## config.mk

```make
export PLATFORM = sky130hd
export DESIGN_NAME = rvj1_exec_top
export DESIGN_NICKNAME = d
export VERILOG_FILES = /design/src/rvj1_defines.sv /design/src/rvj1_exec_if.sv /design/src/rvj1_decoder.sv /design/src/rvj1_regfile.sv /design/src/rvj1_issue.sv /design/src/rvj1_alu.sv /design/src/rvj1_exec_top.sv
export SDC_FILE = /design/constraint.sdc
export NUM_CORES = 2
export LEC_CHECK = 0
export BUFFER_PORTS_ARGS = -buffer_cell sky130_fd_sc_hd__buf_2
export CORE_MARGIN = 1
export CORE_UTILIZATION = 42
export CTS_BUF_LIST = sky130_fd_sc_hd__clkbuf_8
export CTS_CLUSTER_SIZE = 10
export DETAILED_ROUTE_END_ITERATION = 8
export GPL_ROUTABILITY_DRIVEN = 0
export PLACE_DENSITY = 0.68
export SLEW_MARGIN = 40
export SYNTH_ARGS = -nofsm -noshare
export SYNTH_HDL_FRONTEND = slang
export SYNTH_HIERARCHICAL = 1
export SYNTH_SLANG_ARGS = --single-unit
```

## constraint.sdc

```tcl
create_clock -name clk_i -period 13.25 [get_ports clk_i]
set_clock_uncertainty 0.05 [all_clocks]
set_input_delay 0 -clock clk_i [delete_from_list [all_inputs] [get_ports clk_i]]
set_output_delay 0 -clock clk_i [all_outputs]
set_load 0.02 [all_outputs]
```

## src/rvj1_defines.sv

```systemverilog
package rvj1_defines;

  ////////////////////////////////////////////////////////////
  // Widths
  ////////////////////////////////////////////////////////////

  localparam int XLEN       = 32;
  localparam int REG_ADDR_W = 5;
  // Only the low bits of op_b count for shifts
  localparam int SHAMT_W    = 5;

  typedef logic [XLEN-1:0]       word_t;
  typedef logic [REG_ADDR_W-1:0] reg_idx_t;

  // ALU operation select, shared by decoder, interface and ALU
  typedef enum logic [3:0] {
    ALU_OP_ADD  = 4'd0,
    ALU_OP_SUB  = 4'd1,
    ALU_OP_XOR  = 4'd2,
    ALU_OP_OR   = 4'd3,
    ALU_OP_AND  = 4'd4,
    ALU_OP_SLL  = 4'd5,
    ALU_OP_SRL  = 4'd6,
    ALU_OP_SRA  = 4'd7,
    ALU_OP_SLT  = 4'd8,
    ALU_OP_SLTU = 4'd9
  } alu_op_e;

  ////////////////////////////////////////////////////////////
  // RV32I encodings
  ////////////////////////////////////////////////////////////

  localparam logic [6:0] OPC_OP     = 7'b0110011;
  localparam logic [6:0] OPC_OP_IMM = 7'b0010011;

  localparam logic [2:0] F3_ADD_SUB = 3'b000;
  localparam logic [2:0] F3_SLL     = 3'b001;
  localparam logic [2:0] F3_SLT     = 3'b010;
  localparam logic [2:0] F3_SLTU    = 3'b011;
  localparam logic [2:0] F3_XOR     = 3'b100;
  localparam logic [2:0] F3_SRL_SRA = 3'b101;
  localparam logic [2:0] F3_OR      = 3'b110;
  localparam logic [2:0] F3_AND     = 3'b111;

  // Normal funct7 and the alternate one for SUB / SRA
  localparam logic [6:0] FUNCT7_BASE = 7'b0000000;
  localparam logic [6:0] FUNCT7_ALT  = 7'b0100000;

endpackage

```

## src/rvj1_exec_if.sv

```systemverilog
`timescale 1ns/1ns

interface rvj1_exec_if;

  // One issued operation, valid for a single cycle
  logic                  valid;
  rvj1_defines::alu_op_e sel;
  rvj1_defines::word_t   op_a;
  rvj1_defines::word_t   op_b;
  // Destination, read back by the issue stage for its write-back pipe
  rvj1_defines::reg_idx_t rd;

  // Issue side drives everything
  modport issue (
    output valid,
    output sel,
    output op_a,
    output op_b,
    output rd
  );

  // ALU only needs the operation and operands
  modport alu (
    input valid,
    input sel,
    input op_a,
    input op_b
  );

endinterface

```

## src/rvj1_decoder.sv

```systemverilog
`timescale 1ns/1ns

module rvj1_decoder (
  input  rvj1_defines::word_t    instr_i,
  output rvj1_defines::alu_op_e  sel_o,
  output rvj1_defines::reg_idx_t rs1_o,
  output rvj1_defines::reg_idx_t rs2_o,
  output rvj1_defines::reg_idx_t rd_o,
  output rvj1_defines::word_t    imm_o,
  output logic                   use_imm_o,
  output logic                   illegal_o
);

  logic [6:0] opcode;
  logic [2:0] funct3;
  logic [6:0] funct7;
  logic       is_op;
  logic       is_op_imm;
  logic       f7_base;
  logic       f7_alt;
  logic       alt_allowed;
  logic       f7_checked;

  // Instruction fields
  assign opcode = instr_i[6:0];
  assign funct3 = instr_i[14:12];
  assign funct7 = instr_i[31:25];
  assign rd_o   = instr_i[11:7];
  assign rs1_o  = instr_i[19:15];
  assign rs2_o  = instr_i[24:20];

  // I-type immediate, sign extended from bit 31
  assign imm_o = {{(rvj1_defines::XLEN-12){instr_i[31]}}, instr_i[31:20]};

  assign is_op     = (opcode == rvj1_defines::OPC_OP);
  assign is_op_imm = (opcode == rvj1_defines::OPC_OP_IMM);
  assign use_imm_o = is_op_imm;

  assign f7_base = (funct7 == rvj1_defines::FUNCT7_BASE);
  assign f7_alt  = (funct7 == rvj1_defines::FUNCT7_ALT);

  // SUB only in OP, SRA/SRAI in both
  assign alt_allowed = (is_op && (funct3 == rvj1_defines::F3_ADD_SUB)) ||
                       (funct3 == rvj1_defines::F3_SRL_SRA);
  // funct7 is an immediate field for OP-IMM except for shifts
  assign f7_checked  = is_op ||
                       (funct3 == rvj1_defines::F3_SLL) ||
                       (funct3 == rvj1_defines::F3_SRL_SRA);

  assign illegal_o = !(is_op || is_op_imm) ||
                     (f7_checked && !(f7_base || (f7_alt && alt_allowed)));

  // Operation select from funct3, alt bit picks SUB/SRA
  always_comb
  begin
    case (funct3)
      rvj1_defines::F3_ADD_SUB:
        sel_o = (is_op && f7_alt) ? rvj1_defines::ALU_OP_SUB : rvj1_defines::ALU_OP_ADD;
      rvj1_defines::F3_SLL:     sel_o = rvj1_defines::ALU_OP_SLL;
      rvj1_defines::F3_SLT:     sel_o = rvj1_defines::ALU_OP_SLT;
      rvj1_defines::F3_SLTU:    sel_o = rvj1_defines::ALU_OP_SLTU;
      rvj1_defines::F3_XOR:     sel_o = rvj1_defines::ALU_OP_XOR;
      rvj1_defines::F3_SRL_SRA:
        sel_o = f7_alt ? rvj1_defines::ALU_OP_SRA : rvj1_defines::ALU_OP_SRL;
      rvj1_defines::F3_OR:      sel_o = rvj1_defines::ALU_OP_OR;
      default:                  sel_o = rvj1_defines::ALU_OP_AND;
    endcase
  end

endmodule

```

## src/rvj1_regfile.sv

```systemverilog
`timescale 1ns/1ns

module rvj1_regfile (
  input  logic                   clk_i,
  input  logic                   rst_n_i,
  input  rvj1_defines::reg_idx_t raddr_a_i,
  input  rvj1_defines::reg_idx_t raddr_b_i,
  output rvj1_defines::word_t    rdata_a_o,
  output rvj1_defines::word_t    rdata_b_o,
  input  logic                   we_i,
  input  rvj1_defines::reg_idx_t waddr_i,
  input  rvj1_defines::word_t    wdata_i
);

  localparam int NUM_REGS = 2 ** rvj1_defines::REG_ADDR_W;

  // x0 has no storage
  rvj1_defines::word_t regs_q [1:NUM_REGS-1];

  ////////////////////////////////////////////////////////////
  // Write port
  ////////////////////////////////////////////////////////////

  always_ff @(posedge clk_i)
  begin
    if (!rst_n_i)
    begin
      for (int i = 1; i < NUM_REGS; i++)
      begin
        regs_q[i] <= '0;
      end
    end
    // Writes to x0 dropped here
    else if (we_i && (waddr_i != '0))
    begin
      regs_q[waddr_i] <= wdata_i;
    end
  end

  ////////////////////////////////////////////////////////////
  // Read ports, combinational
  ////////////////////////////////////////////////////////////

  // x0 always reads zero
  assign rdata_a_o = (raddr_a_i == '0) ? '0 : regs_q[raddr_a_i];
  assign rdata_b_o = (raddr_b_i == '0) ? '0 : regs_q[raddr_b_i];

endmodule

```

## src/rvj1_issue.sv

```systemverilog
`timescale 1ns/1ns

module rvj1_issue (
  input  logic                   clk_i,
  input  logic                   rst_n_i,
  input  logic                   instr_valid_i,
  // From decoder
  input  rvj1_defines::alu_op_e  sel_i,
  input  rvj1_defines::reg_idx_t rs1_i,
  input  rvj1_defines::reg_idx_t rs2_i,
  input  rvj1_defines::reg_idx_t rd_i,
  input  rvj1_defines::word_t    imm_i,
  input  logic                   use_imm_i,
  input  logic                   illegal_i,
  // Register file read side
  output rvj1_defines::reg_idx_t raddr_a_o,
  output rvj1_defines::reg_idx_t raddr_b_o,
  input  rvj1_defines::word_t    rdata_a_i,
  input  rvj1_defines::word_t    rdata_b_i,
  // Result sitting in the ALU register
  input  rvj1_defines::word_t    alu_res_i,
  rvj1_exec_if.issue             exec,
  output logic                   wb_valid_o,
  output logic                   illegal_o,
  output rvj1_defines::reg_idx_t wb_rd_o
);

  logic                   fwd_a;
  logic                   fwd_b;
  rvj1_defines::word_t    opnd_a;
  rvj1_defines::word_t    opnd_b;
  logic                   wb_valid_q;
  logic                   illegal_q;
  rvj1_defines::reg_idx_t wb_rd_q;

  assign raddr_a_o = rs1_i;
  assign raddr_b_o = rs2_i;

  ////////////////////////////////////////////////////////////
  // Operand select with forwarding
  ////////////////////////////////////////////////////////////

  // Pending write-back not yet in the register file
  assign fwd_a = wb_valid_q && (wb_rd_q == rs1_i) && (rs1_i != '0);
  assign fwd_b = wb_valid_q && (wb_rd_q == rs2_i) && (rs2_i != '0);

  assign opnd_a = fwd_a ? alu_res_i : rdata_a_i;
  assign opnd_b = fwd_b ? alu_res_i : rdata_b_i;

  // Illegal instructions never reach the ALU
  assign exec.valid = instr_valid_i && !illegal_i;
  assign exec.sel   = sel_i;
  assign exec.op_a  = opnd_a;
  // OP-IMM takes the immediate for op_b
  assign exec.op_b  = use_imm_i ? imm_i : opnd_b;
  assign exec.rd    = rd_i;

  ////////////////////////////////////////////////////////////
  // Write-back control pipe, one cycle like the ALU
  ////////////////////////////////////////////////////////////

  always_ff @(posedge clk_i)
  begin
    if (!rst_n_i)
    begin
      wb_valid_q <= 1'b0;
      illegal_q  <= 1'b0;
    end
    else
    begin
      wb_valid_q <= exec.valid;
      illegal_q  <= instr_valid_i && illegal_i;
    end
  end

  // Destination index, only meaningful with wb_valid
  always_ff @(posedge clk_i)
  begin
    wb_rd_q <= exec.rd;
  end

  assign wb_valid_o = wb_valid_q;
  assign illegal_o  = illegal_q;
  assign wb_rd_o    = wb_rd_q;

endmodule

```

## src/rvj1_alu.sv

```systemverilog
`timescale 1ns/1ns

module rvj1_alu (
  input  logic                clk_i,
  input  logic                rst_n_i,
  rvj1_exec_if.alu            exec,
  output rvj1_defines::word_t res_o
);

  logic [rvj1_defines::SHAMT_W-1:0] shamt;
  logic                             lt_signed;
  logic                             lt_unsigned;
  rvj1_defines::word_t              res_d;
  rvj1_defines::word_t              res_q;

  ////////////////////////////////////////////////////////////
  // Arithmetic
  ////////////////////////////////////////////////////////////

  // Shift amount truncated to five bits
  assign shamt = exec.op_b[rvj1_defines::SHAMT_W-1:0];

  // Compares for SLT / SLTU
  assign lt_signed   = $signed(exec.op_a) < $signed(exec.op_b);
  assign lt_unsigned = exec.op_a < exec.op_b;

  always_comb
  begin
    case (exec.sel)
      rvj1_defines::ALU_OP_ADD:  res_d = exec.op_a + exec.op_b;
      rvj1_defines::ALU_OP_SUB:  res_d = exec.op_a - exec.op_b;
      rvj1_defines::ALU_OP_XOR:  res_d = exec.op_a ^ exec.op_b;
      rvj1_defines::ALU_OP_OR:   res_d = exec.op_a | exec.op_b;
      rvj1_defines::ALU_OP_AND:  res_d = exec.op_a & exec.op_b;
      rvj1_defines::ALU_OP_SLL:  res_d = exec.op_a << shamt;
      rvj1_defines::ALU_OP_SRL:  res_d = exec.op_a >> shamt;
      // Arithmetic shift keeps the sign bit
      rvj1_defines::ALU_OP_SRA:  res_d = $signed(exec.op_a) >>> shamt;
      // Zero extended flag
      rvj1_defines::ALU_OP_SLT:  res_d = {{(rvj1_defines::XLEN-1){1'b0}}, lt_signed};
      rvj1_defines::ALU_OP_SLTU: res_d = {{(rvj1_defines::XLEN-1){1'b0}}, lt_unsigned};
      default:                   res_d = '0;
    endcase
  end

  ////////////////////////////////////////////////////////////
  // Result register
  ////////////////////////////////////////////////////////////

  // Holds the last result while no operation is issued
  always_ff @(posedge clk_i)
  begin
    if (!rst_n_i)
    begin
      res_q <= '0;
    end
    else if (exec.valid)
    begin
      res_q <= res_d;
    end
  end

  assign res_o = res_q;

endmodule

```

## src/rvj1_exec_top.sv

```systemverilog
`timescale 1ns/1ns

module rvj1_exec_top (
  input  logic                   clk_i,
  input  logic                   rst_n_i,
  input  logic                   instr_valid_i,
  input  rvj1_defines::word_t    instr_i,
  output logic                   wb_valid_o,
  output rvj1_defines::reg_idx_t wb_rd_o,
  output rvj1_defines::word_t    wb_data_o,
  output logic                   illegal_o
);

  // Decoder outputs
  rvj1_defines::alu_op_e  dec_sel;
  rvj1_defines::reg_idx_t dec_rs1;
  rvj1_defines::reg_idx_t dec_rs2;
  rvj1_defines::reg_idx_t dec_rd;
  rvj1_defines::word_t    dec_imm;
  logic                   dec_use_imm;
  logic                   dec_illegal;

  // Register file read side
  rvj1_defines::reg_idx_t rf_raddr_a;
  rvj1_defines::reg_idx_t rf_raddr_b;
  rvj1_defines::word_t    rf_rdata_a;
  rvj1_defines::word_t    rf_rdata_b;

  // Issued operation toward the ALU
  rvj1_exec_if exec_bus ();

  rvj1_decoder i_decoder (
    .instr_i   (instr_i),
    .sel_o     (dec_sel),
    .rs1_o     (dec_rs1),
    .rs2_o     (dec_rs2),
    .rd_o      (dec_rd),
    .imm_o     (dec_imm),
    .use_imm_o (dec_use_imm),
    .illegal_o (dec_illegal)
  );

  rvj1_issue i_issue (
    .clk_i         (clk_i),
    .rst_n_i       (rst_n_i),
    .instr_valid_i (instr_valid_i),
    .sel_i         (dec_sel),
    .rs1_i         (dec_rs1),
    .rs2_i         (dec_rs2),
    .rd_i          (dec_rd),
    .imm_i         (dec_imm),
    .use_imm_i     (dec_use_imm),
    .illegal_i     (dec_illegal),
    .raddr_a_o     (rf_raddr_a),
    .raddr_b_o     (rf_raddr_b),
    .rdata_a_i     (rf_rdata_a),
    .rdata_b_i     (rf_rdata_b),
    .alu_res_i     (wb_data_o),
    .exec          (exec_bus),
    .wb_valid_o    (wb_valid_o),
    .illegal_o     (illegal_o),
    .wb_rd_o       (wb_rd_o)
  );

  // Write port fed straight from the write-back outputs
  rvj1_regfile i_regfile (
    .clk_i     (clk_i),
    .rst_n_i   (rst_n_i),
    .raddr_a_i (rf_raddr_a),
    .raddr_b_i (rf_raddr_b),
    .rdata_a_o (rf_rdata_a),
    .rdata_b_o (rf_rdata_b),
    .we_i      (wb_valid_o),
    .waddr_i   (wb_rd_o),
    .wdata_i   (wb_data_o)
  );

  rvj1_alu i_alu (
    .clk_i   (clk_i),
    .rst_n_i (rst_n_i),
    .exec    (exec_bus),
    .res_o   (wb_data_o)
  );

endmodule

```

# Yosys cells after proc, flatten, opt, wreduce, memory -nomap -nowiden
# Memories as Yosys holds them, arrays and structs flattened.
# Index checks and enable logic that the tools add are counted.
# word_totals
reg_bits	39
ramBits	992
output_inout_bits	39
n_memories	1
# mem_list
memory	depth	width	rd	rd_ports_with_merged_regs	wr	line	text
i_regfile.regs_q	31	32	2	0	31	rvj1_regfile.sv:18	rvj1_defines::word_t regs_q [1:NUM_REGS-1];
# classes
n_addsub	2
n_lt_le_gt_ge	2
eq_ne	20
n_shift	3
muxes	16
n_bitwise	3
n_reduce_logical	29
# op_table
op	n
32-bit case mux with 10 select lines	1
32-bit 2-to-1 mux	6
32-bit less-than comparator	2
32-bit adder	1
32-bit bitwise AND	1
32-bit OR	1
32-bit OR reduction	1
32-bit by 5-bit << shifter with 32-bit output	1
32-bit by 5-bit right shift with 32-bit output	1
32-bit by 5-bit >>> shifter with 32-bit output	1
32-bit subtractor	1
32-bit XOR	1
4-bit case mux with 7 select lines	1
4-bit by 3-bit == test with 1-bit output, second input constant	4
5-bit nonzero test	3
7-bit by 6-bit == test with 1-bit output, second input constant	2
1-bit logical AND	11
5-bit == test	2
5-bit logical NOT	2
3-bit == test, second input constant	3
4-bit by 2-bit == test with 1-bit output, second input constant	2
4-bit == test, second input constant	2
7-bit by 5-bit == test with 1-bit output, second input constant	1
7-bit logical NOT	1
9 further kinds	23

# Depth between registers and ports, before layout
# logic_depth
ltp_word	10
mapped_depth	30
mapped_depth_nobuf	19

# Modules after synthesis
# Netlist, hierarchy kept.
# by_module_without_submodules
module	instances	cells_each	area_per_inst_um2
rvj1_regfile	1	3505	54214.5
rvj1_alu	1	1418	9502.9
rvj1_issue	1	243	2006.9
rvj1_decoder	1	71	509.2

# Least setup slack after synthesis
# Ideal clock, no wire load.
# synth_timing
path_kind	input -> register
from	in instr_i[20]
to	reg i_alu.res_q[25] (netlist: i_alu/res_o[25])
t_arrival_ps	5185
required_ps	13138
path_slack_ps	7953
cell_stages	28
n_path_buf	11
path_cell_list	buf_4 -> buf_4 -> clkbuf_1 -> buf_6 -> buf_6 -> buf_6 -> mux4_2 -> a2111oi_0 -> nor3_1 -> o31ai_1 -> a21oi_1 -> clkbuf_1 -> inv_1 -> buf_2 -> buf_2 -> clkbuf_1 -> ha_1 -> buf_4 -> nand3_1 -> o211ai_1 -> a311oi_2 -> and2b_1 -> o21bai_2 -> a31oi_4 -> o41ai_2 -> o31a_1 -> or3_1 -> nand3_1
# synth_lines
element	line	text
from (decl)	rvj1_exec_top.sv:7	input rvj1_defines::word_t instr_i,
memory read 31 x 32 bit or 5-bit logical NOT (tied branches)	--	
32-bit 2-to-1 mux (*)	rvj1_regfile.sv:46	assign rdata_b_o = (raddr_b_i == '0) ? '0 : regs_q[raddr_b_i];
via rf_rdata_b[2]	rvj1_exec_top.sv:27	rvj1_defines::word_t rf_rdata_b;
32-bit 2-to-1 mux (*)	rvj1_issue.sv:48	assign opnd_b = fwd_b ? alu_res_i : rdata_b_i;
32-bit 2-to-1 mux (*)	rvj1_issue.sv:55	assign exec.op_b = use_imm_i ? imm_i : opnd_b;
via exec_bus.op_b[2]	rvj1_exec_if.sv:9	rvj1_defines::word_t op_b;
32-bit subtractor, or another cell as far along	rvj1_alu.sv:31	rvj1_defines::ALU_OP_SUB: res_d = exec.op_a - exec.op_b;
32-bit case mux with 10 select lines (*)	rvj1_alu.sv:29	case (exec.sel)
to (signal assigned)	rvj1_alu.sv:59	res_q <= res_d;
to (decl)	rvj1_alu.sv:14	rvj1_defines::word_t res_q;
# The timed path passes the listed nets; every way through them passes the cells marked *.
# A chain may end at the register's enable or synchronous reset.

# Worst setup path in the final report
# layout_timing
from	in instr_i[21]
to	reg i_alu.res_q[31] (netlist: i_alu/res_o[31])
# The elaborated chain is that of the path after synthesis.

==> impl_metrics.yaml <==
global_route:
  first_pass_grt_wire_length_um: 339000
  grt_antenna_before_repair: 16
  grt_max_degree: 85
  globalRoute.totalOverflow: 0
  vias_in_the_first_global_route: 47000
  gr-usage-all-layers: 0.296
clock_tree:
  cts_inserted_buffers: 177
  tritoncts_num_sinks: 1063
  clock-root-buffer: "sky130_fd_sc_hd__clkbuf_8"
  clk_pin_slew_ps: 60
  cts_max_path_buffers: 3
  clk-insertion-delay-late_ps: 960
  post_cts_resize_count: 0
  cts_tree: "built"
  cts_htree_levels: 4
floorplan:
  initial_utilization: 0.423
  die-width_um: 399
  dieArea_um2: 159000
  die_h_um: 399
  ios: 74
  fp-row-count: 145
  core_um2: 156000
timing:
  final.hold.worst_slack_ps: 124
  rsz_0062_raised_after_global_routing: "no"
  max_freq_ghz: 0.160
  worst_slew_pin_slew_ps: 921
  finalWorstPathRequiredPeriod_ps: 6260
  timing.slew.headroom: 0.381
  report.final.hold_viol_count: 0
  total_negative_slack_ps: 0
  report.final.setup_viol: 0
  setup_slack_ps: 6990
  timing.final.crit_share: 0.473
  final-max-slew-violation-count: 0
worst_setup_path:
  critPathSlowestCell: "sky130_fd_sc_hd__a2111oi_1"
  end_kind: "register"
  register_to_register_setup_slack_ps: 7410
  crit_path_cell_trace: "buf_4 > buf_4 > buf_4 > or3_1 > buf_4 > o22ai_1 > a2111oi_1 > nor3_1 > o31ai_1 > a21oi_4 > inv_2 > buf_4 > ha_1 > a21oi_1 > o211ai_1 > a311oi_2 > nand2b_1 > a21oi_1 > a21oi_1 > a31oi_1 > o21ai_0 > xnor2_1 > o41ai_1"
  rr_worst_depth: 19
  regToRegStartpoint: "i_regfile/regs_q[26][1]"
  startpoint: "instr_i[21]"
  criticalPathCategory: "in2reg"
  cp_data_arrival_time_ps: 7060
  cp-endpoint: "i_alu/res_o[31]"
  cell_occurring_most_often_along_the_worst_timing_path: "sky130_fd_sc_hd__buf_4"
  cp_max_fo: 48
  r2r-end: "i_alu/res_o[31]"
  crit_path_max_incr_delay_ps: 850
  type_of_origin_of_the_critical_path: "primary input"
  worst-endpoint-required_ps: 14050
power:
  total_switching_power_uw: 2590
  pwr-share-seq: 0.463
  power.density_nw_per_um2: 115
  power.static_leakage_uw: 0.0261
  p_int_uw: 5720
  power_uw: 8310
  sw_frac_of_total: 0.312
  clockPowerShare: 0.326
  power.share.combinational: 0.212
  peakVddDrop_uv: 77.9
run:
  max_cap_viol_count: 0
detailed_routing:
  drcViolationCount: 1
  dr.first_iter.drc_count: 8306
  drt-pass1-iter-count: 9
  routed_wirelength_um: 239000
  via_per_inst: 6.68
  dr_total_vias: 49100
  drtAntennaViolNets: 0
  wire_per_inst_um: 32.6
yosys:
  yosys_warnings: 6
  synth.avg_cell_area_um2: 12.7
  gate_count_after_technology_mapping: 5232
  post_synth_instance_area_um2: 66200
finish:
  mostFrequentLayoutCells: "sky130_fd_sc_hd__edfxtp_1 (1,024), sky130_fd_sc_hd__and2_1 (1,006), sky130_fd_sc_hd__mux4_2 (494), sky130_fd_sc_hd__mux2i_1 (207), sky130_fd_sc_hd__a21oi_1 (196)"
  share_of_final_layout_standard_cells_stronger_than_drive_strength_1: 0.223
  p_r_area_growth_vs_syn_pct: 9.15
  multi_input_area_um2: 32300
  storage_cell_area_um2: 31500
  num-nets-final: 5281
  most_frequent_standard_cell_in_the_layout_excluding_fill_and_tap_cells: "sky130_fd_sc_hd__edfxtp_1"
  num-fill-cells: 13800
  final_area_um2: 72300
placement:
  dp_hpwl_um: 147000
  io_buffer_count: 73
  pre_cts_slack_ps: 6330
  dpl_cell_area_um2: 68700
hold_path:
  hold_path.class: "in2reg"
run_status:
  outcome: "finished with violations"
  failing_checks: "DRC"
worst max-delay path: cells and delay by family:
family / cells / cell delay, ps
AO/OA/AOI/OAI: 12 / 3420
XOR/XNOR: 1 / 140
adder cells (fa/ha/maj): 1 / 390
buffers and inverters: 6 / 2570
AND/OR/NAND/NOR: 3 / 450
cell type report:
cell class / instances / share of cell area
Tap cell: 2058 / 0.0356
Sequential cell: 1063 / 0.436
Clock buffer: 180 / 0.0343
Multi-Input combinational cell: 3513 / 0.447
Timing Repair Buffer: 288 / 0.0314
Antenna cell: 11 / 0.000381
Inverter: 103 / 0.00535
Clock inverter: 136 / 0.00918
how the worst min path moves through the flow:
stage                      startpoint            endpoint  slack (ps)  depth (start not counted)
after CTS                 instr_i[25]  i_issue/wb_valid_o          50                          6
after global routing       instr_i[0]  i_issue/wb_valid_o         170                          5
after global placement     instr_i[8]  i_issue/wb_rd_o[1]          60                          1
after floorplan            instr_i[7]  i_issue/wb_rd_o[0]          50                          1
after detailed placement   instr_i[7]  i_issue/wb_rd_o[0]          50                          1
final                      instr_i[0]  i_issue/wb_valid_o         120                          5
state kept, by name, indices dropped and copies added, names as in the netlist:
register            count
i_regfile/regs_q     1024
i_issue/wb_valid_o      1
i_alu/res_o            32
i_issue/illegal_o       1
i_issue/wb_rd_o         5
power groups by stage:
stage,sequential (µW),combinational [µW],clock (µW)
detailed placement,3910,1670,0
CTS,3840,1680,2720
floorplan,3900,1150,0
finish,3850,1760,2710
global route,3850,1820,2860
global placement,3900,1650,0
metal layers:
layer  up-vias  routed length (µm)  global-route usage  part of all wire
li1      19700                   -                   -                 -
met1     24500               85300               0.385              0.36
met2      4091              101000               0.426              0.42
met3       844               35600              0.0973              0.15
met4         2               17300               0.183             0.072
met5         -                  13                   0          0.000054
per-stage QoR:
step,cells,utilization
global route,7343,0.462
floorplan,5263,-
finish,7352,0.462
global placement,6989,0.437
CTS,7340,0.461
detailed placement,6998,0.439
repair_timing:
action,4_1_cts,5_1_grt
endpoints found under the hold margin,46,0
buffers inserted,0,0
hold buffers,26,0
Power figures use the tool's default switching activity.
